===== config.mk =====
export PLATFORM = sky130hd
export DESIGN_NAME = dma_top
export DESIGN_NICKNAME = d
export VERILOG_FILES = /design/src/dma_pkg.sv /design/src/dma_channel_exec.sv /design/src/dma_cmd_decode.sv /design/src/dma_sink_result.sv /design/src/dma_top.sv
export VERILOG_INCLUDE_DIRS = /design/src /design/src/src
export SDC_FILE = /design/constraint.sdc
export NUM_CORES = 2
export LEC_CHECK = 0
export ABC_CLOCK_PERIOD_IN_PS = 25100
export BUFFER_PORTS_ARGS = -buffer_cell sky130_fd_sc_hd__buf_2
export CAP_MARGIN = 40
export CORE_MARGIN = 2
export CORE_UTILIZATION = 54
export CTS_CLUSTER_SIZE = 14
export DETAILED_ROUTE_END_ITERATION = 8
export PLACE_DENSITY = 0.85
export REMOVE_ABC_BUFFERS = 1
export SETUP_SLACK_MARGIN = 0.15
export SLEW_MARGIN = 5
export SYNTH_ARGS = -nofsm -noshare
export SYNTH_HDL_FRONTEND = slang
export SYNTH_HIERARCHICAL = 1
export SYNTH_SLANG_ARGS = --single-unit

===== constraint.sdc =====
create_clock -name clk -period 25.1 [get_ports clk]
set_input_delay 5.02 -clock clk [delete_from_list [all_inputs] [get_ports clk]]
set_output_delay 5.02 -clock clk [all_outputs]
set_load 0.02 [all_outputs]

===== src/dma_defines.svh =====
`ifndef DMA_DEFINES_SVH
`define DMA_DEFINES_SVH

// Bus widths
`define DMA_ADDR_W          64
`define DMA_DATA_W          32
`define DMA_SIZE_W          24
`define DMA_CNT_W           32

// Command table
`define DMA_INST_COUNT      8
`define DMA_IP_W            3
`define DMA_FLAG_W          16

// Flag bit positions within a command entry
`define DMA_FLAG_SRC_INC    0
`define DMA_FLAG_SRC_DEC    1
`define DMA_FLAG_DST_INC    2
`define DMA_FLAG_DST_DEC    3
`define DMA_FLAG_CONTINUE   4

`endif


===== src/dma_pkg.sv =====
`default_nettype none

`include "dma_defines.svh"

package dma_pkg;

  typedef logic [`DMA_ADDR_W-1:0] addr_t;
  typedef logic [`DMA_DATA_W-1:0] data_t;

  // FIFO block sizes and the counts against them
  typedef logic [`DMA_SIZE_W-1:0] size_t;

  // Words per command
  typedef logic [`DMA_CNT_W-1:0]  count_t;

  typedef logic [`DMA_IP_W-1:0]   ip_t;
  typedef logic [`DMA_FLAG_W-1:0] flags_t;

  typedef enum logic [2:0] {
    IDLE,
    SETUP_COMMAND,
    ACTIVE,
    FLUSH,
    FINISHED
  } chan_state_t;

endpackage

`default_nettype wire


===== src/dma_channel_exec.sv =====
`timescale 1ns/1ps
`default_nettype none

module dma_channel_exec (
  input  wire                   clk,
  input  wire                   rst,
  input  wire                   i_enable,
  input  wire  dma_pkg::ip_t    i_start_ip,

  input  wire  dma_pkg::addr_t  i_src_addr,
  input  wire  dma_pkg::count_t i_count,
  input  wire  dma_pkg::ip_t    i_next,
  input  wire                   i_src_inc,
  input  wire                   i_src_dec,
  input  wire                   i_continue,

  input  wire                   i_room,
  input  wire                   i_src_ready,
  input  wire  dma_pkg::size_t  i_src_size,

  output dma_pkg::ip_t          o_ip,
  output logic                  o_src_activate,
  output logic                  o_src_strobe,
  output dma_pkg::addr_t        o_src_addr,
  output logic                  o_take,
  output logic                  o_load_dst,
  output logic                  o_release,
  output logic                  o_busy,
  output logic                  o_finished
);
  import dma_pkg::*;

  chan_state_t state;
  ip_t         ip;
  logic        first_cmd;

  logic        src_activate;
  logic        src_strobe;
  size_t       src_count;
  addr_t       src_addr;

  count_t      cmd_count;
  count_t      word_cnt;

  logic        take;
  logic        load_dst;
  logic        rel_pulse;

  logic        words_left;
  logic        can_xfer;

  assign words_left = (word_cnt < cmd_count);

  // Source open, sink has room, block not used up, command not done
  assign can_xfer = src_activate && i_room && (src_count < i_src_size) && words_left;

  always_ff @(posedge clk) begin
    if (rst) begin
      state        <= IDLE;
      ip           <= '0;
      first_cmd    <= 1'b0;
      src_activate <= 1'b0;
      src_strobe   <= 1'b0;
      src_count    <= '0;
      cmd_count    <= '0;
      word_cnt     <= '0;
      take         <= 1'b0;
      load_dst     <= 1'b0;
      rel_pulse    <= 1'b0;
    end else begin
      src_strobe <= 1'b0;
      take       <= 1'b0;
      load_dst   <= 1'b0;
      rel_pulse  <= 1'b0;

      case (state)
        IDLE: begin
          if (i_enable) begin
            ip        <= i_start_ip;
            first_cmd <= 1'b1;
            state     <= SETUP_COMMAND;
          end
        end

        SETUP_COMMAND: begin
          cmd_count <= i_count;
          word_cnt  <= '0;
          // Addresses come from the table only on the first command
          if (first_cmd) begin
            src_addr <= i_src_addr;
            load_dst <= 1'b1;
          end
          first_cmd <= 1'b0;
          state     <= ACTIVE;
        end

        ACTIVE: begin
          if (!i_enable) begin
            rel_pulse <= 1'b1;
            state     <= FLUSH;
          end else begin
            if (!src_activate && i_src_ready && words_left) begin
              src_activate <= 1'b1;
              src_count    <= '0;
            end else if (src_activate && (src_count >= i_src_size)) begin
              src_activate <= 1'b0;
            end

            if (can_xfer) begin
              src_strobe <= 1'b1;
              take       <= 1'b1;
              src_count  <= src_count + 1'b1;
              word_cnt   <= word_cnt + 1'b1;
              if (i_src_inc) begin
                src_addr <= src_addr + 1'b1;
              end else if (i_src_dec) begin
                src_addr <= src_addr - 1'b1;
              end
            end

            // Last word must have reached the sink register
            if (!words_left && !take) begin
              if (i_continue) begin
                ip    <= i_next;
                state <= SETUP_COMMAND;
              end else begin
                rel_pulse <= 1'b1;
                state     <= FLUSH;
              end
            end
          end
        end

        FLUSH: begin
          // Drain the open source block, words are dropped
          if (src_activate) begin
            if (src_count < i_src_size) begin
              src_strobe <= 1'b1;
              src_count  <= src_count + 1'b1;
            end else begin
              src_activate <= 1'b0;
            end
          end else begin
            state <= FINISHED;
          end
        end

        FINISHED: begin
          if (!i_enable) begin
            state <= IDLE;
          end
        end

        default: begin
          state <= IDLE;
        end
      endcase
    end
  end

  assign o_ip           = ip;
  assign o_src_activate = src_activate;
  assign o_src_strobe   = src_strobe;
  assign o_src_addr     = src_addr;
  assign o_take         = take;
  assign o_load_dst     = load_dst;
  assign o_release      = rel_pulse;
  assign o_busy         = (state != IDLE);
  assign o_finished     = (state == FINISHED);

endmodule

`default_nettype wire


===== src/dma_cmd_decode.sv =====
`timescale 1ns/1ps
`default_nettype none

`include "dma_defines.svh"

module dma_cmd_decode (
  input  wire                   clk,
  input  wire                   rst,

  input  wire                   i_cmd_wr,
  input  wire  dma_pkg::ip_t    i_cmd_index,
  input  wire  dma_pkg::addr_t  i_cmd_src_addr,
  input  wire  dma_pkg::addr_t  i_cmd_dst_addr,
  input  wire  dma_pkg::count_t i_cmd_count,
  input  wire  dma_pkg::flags_t i_cmd_flags,
  input  wire  dma_pkg::ip_t    i_cmd_next,

  input  wire  dma_pkg::ip_t    i_ip,

  output dma_pkg::addr_t        o_src_addr,
  output dma_pkg::addr_t        o_dst_addr,
  output dma_pkg::count_t       o_count,
  output dma_pkg::ip_t          o_next,
  output logic                  o_src_inc,
  output logic                  o_src_dec,
  output logic                  o_dst_inc,
  output logic                  o_dst_dec,
  output logic                  o_continue
);
  import dma_pkg::*;

  addr_t  src_mem   [`DMA_INST_COUNT];
  addr_t  dst_mem   [`DMA_INST_COUNT];
  count_t count_mem [`DMA_INST_COUNT];
  flags_t flags_mem [`DMA_INST_COUNT];
  ip_t    next_mem  [`DMA_INST_COUNT];

  // Valid bits of the table, only cleared by reset
  logic [`DMA_INST_COUNT-1:0] entry_valid;

  flags_t cur_flags;

  always_ff @(posedge clk) begin
    if (i_cmd_wr) begin
      src_mem[i_cmd_index]   <= i_cmd_src_addr;
      dst_mem[i_cmd_index]   <= i_cmd_dst_addr;
      count_mem[i_cmd_index] <= i_cmd_count;
      flags_mem[i_cmd_index] <= i_cmd_flags;
      next_mem[i_cmd_index]  <= i_cmd_next;
    end
  end

  always_ff @(posedge clk) begin
    if (rst) begin
      entry_valid <= '0;
    end else if (i_cmd_wr) begin
      entry_valid[i_cmd_index] <= 1'b1;
    end
  end

  // An unwritten entry reads as an empty command that does not chain
  assign cur_flags  = entry_valid[i_ip] ? flags_mem[i_ip] : '0;
  assign o_count    = entry_valid[i_ip] ? count_mem[i_ip] : '0;
  assign o_src_addr = src_mem[i_ip];
  assign o_dst_addr = dst_mem[i_ip];
  assign o_next     = next_mem[i_ip];

  // Increment wins over decrement
  assign o_src_inc  = cur_flags[`DMA_FLAG_SRC_INC];
  assign o_src_dec  = cur_flags[`DMA_FLAG_SRC_DEC] & ~cur_flags[`DMA_FLAG_SRC_INC];
  assign o_dst_inc  = cur_flags[`DMA_FLAG_DST_INC];
  assign o_dst_dec  = cur_flags[`DMA_FLAG_DST_DEC] & ~cur_flags[`DMA_FLAG_DST_INC];
  assign o_continue = cur_flags[`DMA_FLAG_CONTINUE];

endmodule

`default_nettype wire


===== src/dma_sink_result.sv =====
`timescale 1ns/1ps
`default_nettype none

module dma_sink_result (
  input  wire                  clk,
  input  wire                  rst,

  input  wire                  i_take,
  input  wire                  i_load_dst,
  input  wire                  i_release,

  input  wire  dma_pkg::addr_t i_dst_addr,
  input  wire                  i_dst_inc,
  input  wire                  i_dst_dec,
  input  wire  dma_pkg::data_t i_src_data,

  input  wire  [1:0]           i_snk_ready,
  input  wire  dma_pkg::size_t i_snk_size,

  output logic                 o_room,
  output logic [1:0]           o_snk_activate,
  output logic                 o_snk_strobe,
  output dma_pkg::data_t       o_snk_data,
  output dma_pkg::addr_t       o_snk_addr
);
  import dma_pkg::*;

  logic [1:0] snk_act;
  size_t      blk_cnt;
  size_t      blk_next;
  logic       snk_strobe;
  data_t      snk_data;
  addr_t      dst_addr;
  logic       blk_full;

  // Count includes the word currently being taken
  assign blk_next = blk_cnt + size_t'(i_take);
  assign blk_full = (snk_act != 2'b00) && (blk_cnt >= i_snk_size);
  assign o_room   = (snk_act != 2'b00) && (blk_next < i_snk_size);

  // Half selection, lowest ready half first
  always_ff @(posedge clk) begin
    if (rst) begin
      snk_act <= 2'b00;
      blk_cnt <= '0;
    end else if (i_release || blk_full) begin
      snk_act <= 2'b00;
    end else if (snk_act == 2'b00) begin
      if (i_snk_ready[0]) begin
        snk_act <= 2'b01;
        blk_cnt <= '0;
      end else if (i_snk_ready[1]) begin
        snk_act <= 2'b10;
        blk_cnt <= '0;
      end
    end else begin
      blk_cnt <= blk_next;
    end
  end

  always_ff @(posedge clk) begin
    if (rst) begin
      snk_strobe <= 1'b0;
    end else begin
      snk_strobe <= i_take;
    end
  end

  always_ff @(posedge clk) begin
    if (i_take) begin
      snk_data <= i_src_data;
    end
  end

  // Address of the next word to land in the sink
  always_ff @(posedge clk) begin
    if (i_load_dst) begin
      dst_addr <= i_dst_addr;
    end else if (snk_strobe) begin
      if (i_dst_inc) begin
        dst_addr <= dst_addr + 1'b1;
      end else if (i_dst_dec) begin
        dst_addr <= dst_addr - 1'b1;
      end
    end
  end

  assign o_snk_activate = snk_act;
  assign o_snk_strobe   = snk_strobe;
  assign o_snk_data     = snk_data;
  assign o_snk_addr     = dst_addr;

endmodule

`default_nettype wire


===== src/dma_top.sv =====
`timescale 1ns/1ps
`default_nettype none

module dma_top (
  input  wire                   clk,
  input  wire                   rst,

  input  wire                   i_cmd_wr,
  input  wire  dma_pkg::ip_t    i_cmd_index,
  input  wire  dma_pkg::addr_t  i_cmd_src_addr,
  input  wire  dma_pkg::addr_t  i_cmd_dst_addr,
  input  wire  dma_pkg::count_t i_cmd_count,
  input  wire  dma_pkg::flags_t i_cmd_flags,
  input  wire  dma_pkg::ip_t    i_cmd_next,

  input  wire                   i_enable,
  input  wire  dma_pkg::ip_t    i_start_ip,

  input  wire  dma_pkg::data_t  i_src_data,
  input  wire                   i_src_ready,
  input  wire  dma_pkg::size_t  i_src_size,
  output logic                  o_src_activate,
  output logic                  o_src_strobe,
  output dma_pkg::addr_t        o_src_addr,

  input  wire  [1:0]            i_snk_ready,
  input  wire  dma_pkg::size_t  i_snk_size,
  output logic [1:0]            o_snk_activate,
  output logic                  o_snk_strobe,
  output dma_pkg::data_t        o_snk_data,
  output dma_pkg::addr_t        o_snk_addr,

  output logic                  o_busy,
  output logic                  o_finished
);
  import dma_pkg::*;

  // Current entry fields
  ip_t    cur_ip;
  addr_t  cur_src_addr;
  addr_t  cur_dst_addr;
  count_t cur_count;
  ip_t    cur_next;
  logic   cur_src_inc;
  logic   cur_src_dec;
  logic   cur_dst_inc;
  logic   cur_dst_dec;
  logic   cur_continue;

  logic   take;
  logic   load_dst;
  logic   release_blk;
  logic   room;

  dma_cmd_decode decode_i (
    .clk            (clk),
    .rst            (rst),
    .i_cmd_wr       (i_cmd_wr),
    .i_cmd_index    (i_cmd_index),
    .i_cmd_src_addr (i_cmd_src_addr),
    .i_cmd_dst_addr (i_cmd_dst_addr),
    .i_cmd_count    (i_cmd_count),
    .i_cmd_flags    (i_cmd_flags),
    .i_cmd_next     (i_cmd_next),
    .i_ip           (cur_ip),
    .o_src_addr     (cur_src_addr),
    .o_dst_addr     (cur_dst_addr),
    .o_count        (cur_count),
    .o_next         (cur_next),
    .o_src_inc      (cur_src_inc),
    .o_src_dec      (cur_src_dec),
    .o_dst_inc      (cur_dst_inc),
    .o_dst_dec      (cur_dst_dec),
    .o_continue     (cur_continue)
  );

  dma_channel_exec exec_i (
    .clk            (clk),
    .rst            (rst),
    .i_enable       (i_enable),
    .i_start_ip     (i_start_ip),
    .i_src_addr     (cur_src_addr),
    .i_count        (cur_count),
    .i_next         (cur_next),
    .i_src_inc      (cur_src_inc),
    .i_src_dec      (cur_src_dec),
    .i_continue     (cur_continue),
    .i_room         (room),
    .i_src_ready    (i_src_ready),
    .i_src_size     (i_src_size),
    .o_ip           (cur_ip),
    .o_src_activate (o_src_activate),
    .o_src_strobe   (o_src_strobe),
    .o_src_addr     (o_src_addr),
    .o_take         (take),
    .o_load_dst     (load_dst),
    .o_release      (release_blk),
    .o_busy         (o_busy),
    .o_finished     (o_finished)
  );

  dma_sink_result result_i (
    .clk            (clk),
    .rst            (rst),
    .i_take         (take),
    .i_load_dst     (load_dst),
    .i_release      (release_blk),
    .i_dst_addr     (cur_dst_addr),
    .i_dst_inc      (cur_dst_inc),
    .i_dst_dec      (cur_dst_dec),
    .i_src_data     (i_src_data),
    .i_snk_ready    (i_snk_ready),
    .i_snk_size     (i_snk_size),
    .o_room         (room),
    .o_snk_activate (o_snk_activate),
    .o_snk_strobe   (o_snk_strobe),
    .o_snk_data     (o_snk_data),
    .o_snk_addr     (o_snk_addr)
  );

endmodule

`default_nettype wire


==> metrics.cfg <==
[placement]
hpwl_mm = 108
port_buffers = 427
gp_congestion = 0.915

[setup_path]
path_max_fanout = 23
crit_arrival_ns = 9.83
critical_path_required_ns = 25.79
critPathKind = in2reg
critPathCaptureType = flip-flop
start_kind = input port

[synth]
ys.flop_type = edfxtp_1
netlist_instances = 4675
synth_area_leaders = edfxtp_1 61%, mux4_1 7.6%, ha_1 3.9%
synthArstFlopShare_pct = 0
ys_seq_area_share_pct = 64.6
synth_top_area_cell = edfxtp_1
synth_edf_count = 1504
synth_warnings = 6
synth_seq_cells = 1639
synth_cell_types = 108
avgSynthCellArea_um2 = 15.8
netlist_area_um2 = 74000
netlist.area_leader.share_pct = 61.0

[global_route]
grt_pass1_vias = 43700
antenna_found_initial = 55
grt_util_met1_pct = 31.9
grtUsageTotal_pct = 24.7
global_route.usage.met2_pct = 40.1
grt_max_degree = 134
grt_overflow_total = 0
busiest_layer = met2
grt_use_met3_pct = 6.39
grt_pass1_wl_mm = 262

[clocking]
cts-hold-fix-buffers = 0
cts.sinks = 1639
cts_resized = 0
cts_buffer_depth = 3
cts-buffers-inserted = 166
cts_tree = done
root_buffer = clkbuf_16
htree_num_levels = 4
path_clk_slew_ns = 0.06
clkLatencyLatePin_ns = 0.80
post_cts_buffers = 0

[pwr]
power-per-cell-area_nw_per_um2 = 74.9
p_leak_nw = 29.2
clock_power_share_pct = 39.7
p_seq_share_pct = 49.6
p_int_w = 0.00481
comb_power_share_pct = 10.7
ir_drop_v = 0.0000662
p_sw_share_pct = 23.4
p_sw_w = 0.00147

[timing]
fmax_ghz = 0.109
maxSlewViolCount = 0
period_share_pct = 36.4
fin_tns_setup_ns = 0
fin_crit_ns = 9.14
hold_slack_ns = 0.459
hold_viol = 0
skew_ns = 0.0256
rsz0062_at_grt = false
relSlewSlack_pct = 27.1
setup_viol = 0
tightest_slew_ns = 1.09

[detailed_routing]
vias_per_cell = 6.25
wirelength_mm = 176
drt-initial-drc-count = 4843
drt-pass1-iter-count = 8
ant_nets = 0
via_count = 44200
drc = 0
wl_per_cell_um = 24.9

[floorplan]
ios = 439
initial_core_util_pct = 54.5
core_area_um2 = 136000
die_y_um = 374
row_count = 135
die_area_um2 = 140000
die_w_um = 374

[cells_and_area]
final_util_pct = 61.7
final_nets = 5620
syn2layout_area_growth_pct = 13.1
layout-drive-gt1-share_pct = 20.5

[status]
outcome = finished, final reports clean

[run]
maxCapViolCount = 0

[worst_hold_path]
hold_class = reg2reg

sequential cells by signal, summed over array words and instances (netlist names), 2 cells and up:
register / flops
decode_i/next_mem: 24
decode_i/dst_mem: 512
decode_i/src_mem: 512
exec_i/src_count: 24
exec_i/o_src_addr: 64
result_i/o_snk_addr: 64
result_i/blk_cnt: 24
exec_i/state: 3
decode_i/flags_mem: 40
decode_i/count_mem: 256
result_i/o_snk_data: 32
exec_i/word_cnt: 32
result_i/o_snk_activate: 2
exec_i/cmd_count: 32
decode_i/entry_valid: 8
exec_i/o_ip: 3
stage by stage:
step                      setup slack (ns)  std cells  cell area [um^2]  power (W)
after CTS                            16.17       7030             83700    0.00631
final                                15.96       7060             83800    0.00628
after detailed placement             15.32       6728             78200    0.00383
after global routing                 15.68       7052             83800    0.00648
after global placement               15.38       6711             77800    0.00380
after floorplan                       1.43       4455             72900    0.00372
critical path, cell delays in order:
cell and delay (ns):
buf_2 0.08, inv_1 0.06, ha_1 0.33, a21o_1 0.17, a21o_1 0.18, a21o_1 0.17
a21o_1 0.17, a21o_1 0.16, a21o_1 0.16, a21o_1 0.19, a211o_1 0.26, a21oi_1 0.29
and2_1 0.24, nand3_1 0.12, o21ai_2 0.78, nand4_1 0.70, nand2b_1 0.44, o41ai_1 0.28
synth_stat cells (17+ instances only):
| master | instances |
|---|---|
| inv_1 | 153 |
| and2_1 | 17 |
| a21o_1 | 121 |
| edfxtp_1 | 1504 |
| a211oi_1 | 19 |
| mux4_1 | 215 |
| xnor2_1 | 99 |
| nand3_1 | 73 |
| buf_2 | 36 |
| nor3b_1 | 18 |
| nor4_1 | 20 |
| nand2_1 | 363 |
| mux2_2 | 135 |
| o21bai_1 | 24 |
| nor3_1 | 50 |
| xor2_1 | 51 |
| nand4_1 | 63 |
| mux4_2 | 123 |
| a21oi_1 | 230 |
| a31oi_1 | 18 |
| o21ai_1 | 66 |
| buf_6 | 32 |
| ha_1 | 231 |
| and3_1 | 33 |
| o31ai_1 | 21 |
| mux2i_1 | 42 |
| dfxtp_1 | 135 |
| nor2_1 | 207 |
| o211ai_1 | 33 |
| clkbuf_1 | 122 |
| nor2b_1 | 17 |
| o21ai_0 | 148 |
power groups by stage:
stage | logic [W] | clock network (W) | registers (W)
after floorplan | 0.000498 | 0 | 0.00323
after global placement | 0.000631 | 0 | 0.00317
after detailed placement | 0.000664 | 0 | 0.00317
after CTS | 0.000673 | 0.00253 | 0.00311
after global routing | 0.000726 | 0.00264 | 0.00312
final | 0.000673 | 0.00249 | 0.00311
layer usage:
layer	wire length (um)	vias to the layer above	share of wire, %
met5	306	-	0.17
met4	6360	46	3.6
met3	15800	404	9.0
met2	84900	2069	48
met1	68200	22100	39
li1	-	19500	-
cells by family (layout without fill, tap and decap cells):
kind of cell | count (synthesis) | after routing | synth area share [%]
other | 0 | 30 | 0
buffers and inverters | 376 | 950 | 2.39
AO/OA/AOI/OAI | 822 | 822 | 7.22
adder cells (fa/ha/maj) | 233 | 233 | 3.96
XOR/XNOR | 150 | 150 | 1.77
AND/OR/NAND/NOR | 936 | 936 | 5.95
multiplexers | 519 | 519 | 14.1
flip-flops | 1639 | 1639 | 64.6
area by class of cell:
| cell class | instances | area (um^2) |
|---|---|---|
| Antenna cell | 30 | 75.1 |
| Fill cell | 9444 | 52000 |
| Inverter | 156 | 586 |
| Clock inverter | 111 | 1210 |
| Clock buffer | 191 | 4300 |
| Sequential cell | 1639 | 47900 |
| Timing Repair Buffer | 492 | 2970 |
| Tap cell | 1781 | 2230 |
| Multi-Input combinational cell | 2660 | 24500 |
path summary, 6_finish.rpt:
path	startpoint	to	slack (ns)	cells after the start
worst min register to register	exec_i/cmd_count[31]	exec_i/cmd_count[31]	0.46	2
worst max-delay path	i_snk_size[9]	exec_i/src_count[17]	15.96	18
worst max register to register	exec_i/o_ip[0]	result_i/o_snk_addr[63]	17.74	19
worst min-delay path	exec_i/cmd_count[31]	exec_i/cmd_count[31]	0.46	2
cell usage in the layout, fill, tap and decap left out, types with 33 or more instances in the layout:
cell / count
a21o_1: 121
a21oi_1: 228
and3_1: 33
buf_2: 427
buf_4: 43
clkbuf_16: 168
dfxtp_1: 130
edfxtp_1: 1504
ha_1: 231
inv_1: 151
mux2_2: 135
mux2i_1: 42
mux4_1: 215
mux4_2: 123
nand2_1: 361
nand3_1: 73
nand4_1: 63
nor2_1: 206
nor3_1: 48
o211ai_1: 33
o21ai_0: 148
o21ai_1: 66
xnor2_1: 99
xor2_1: 51
(Power assumes the default switching activity.)
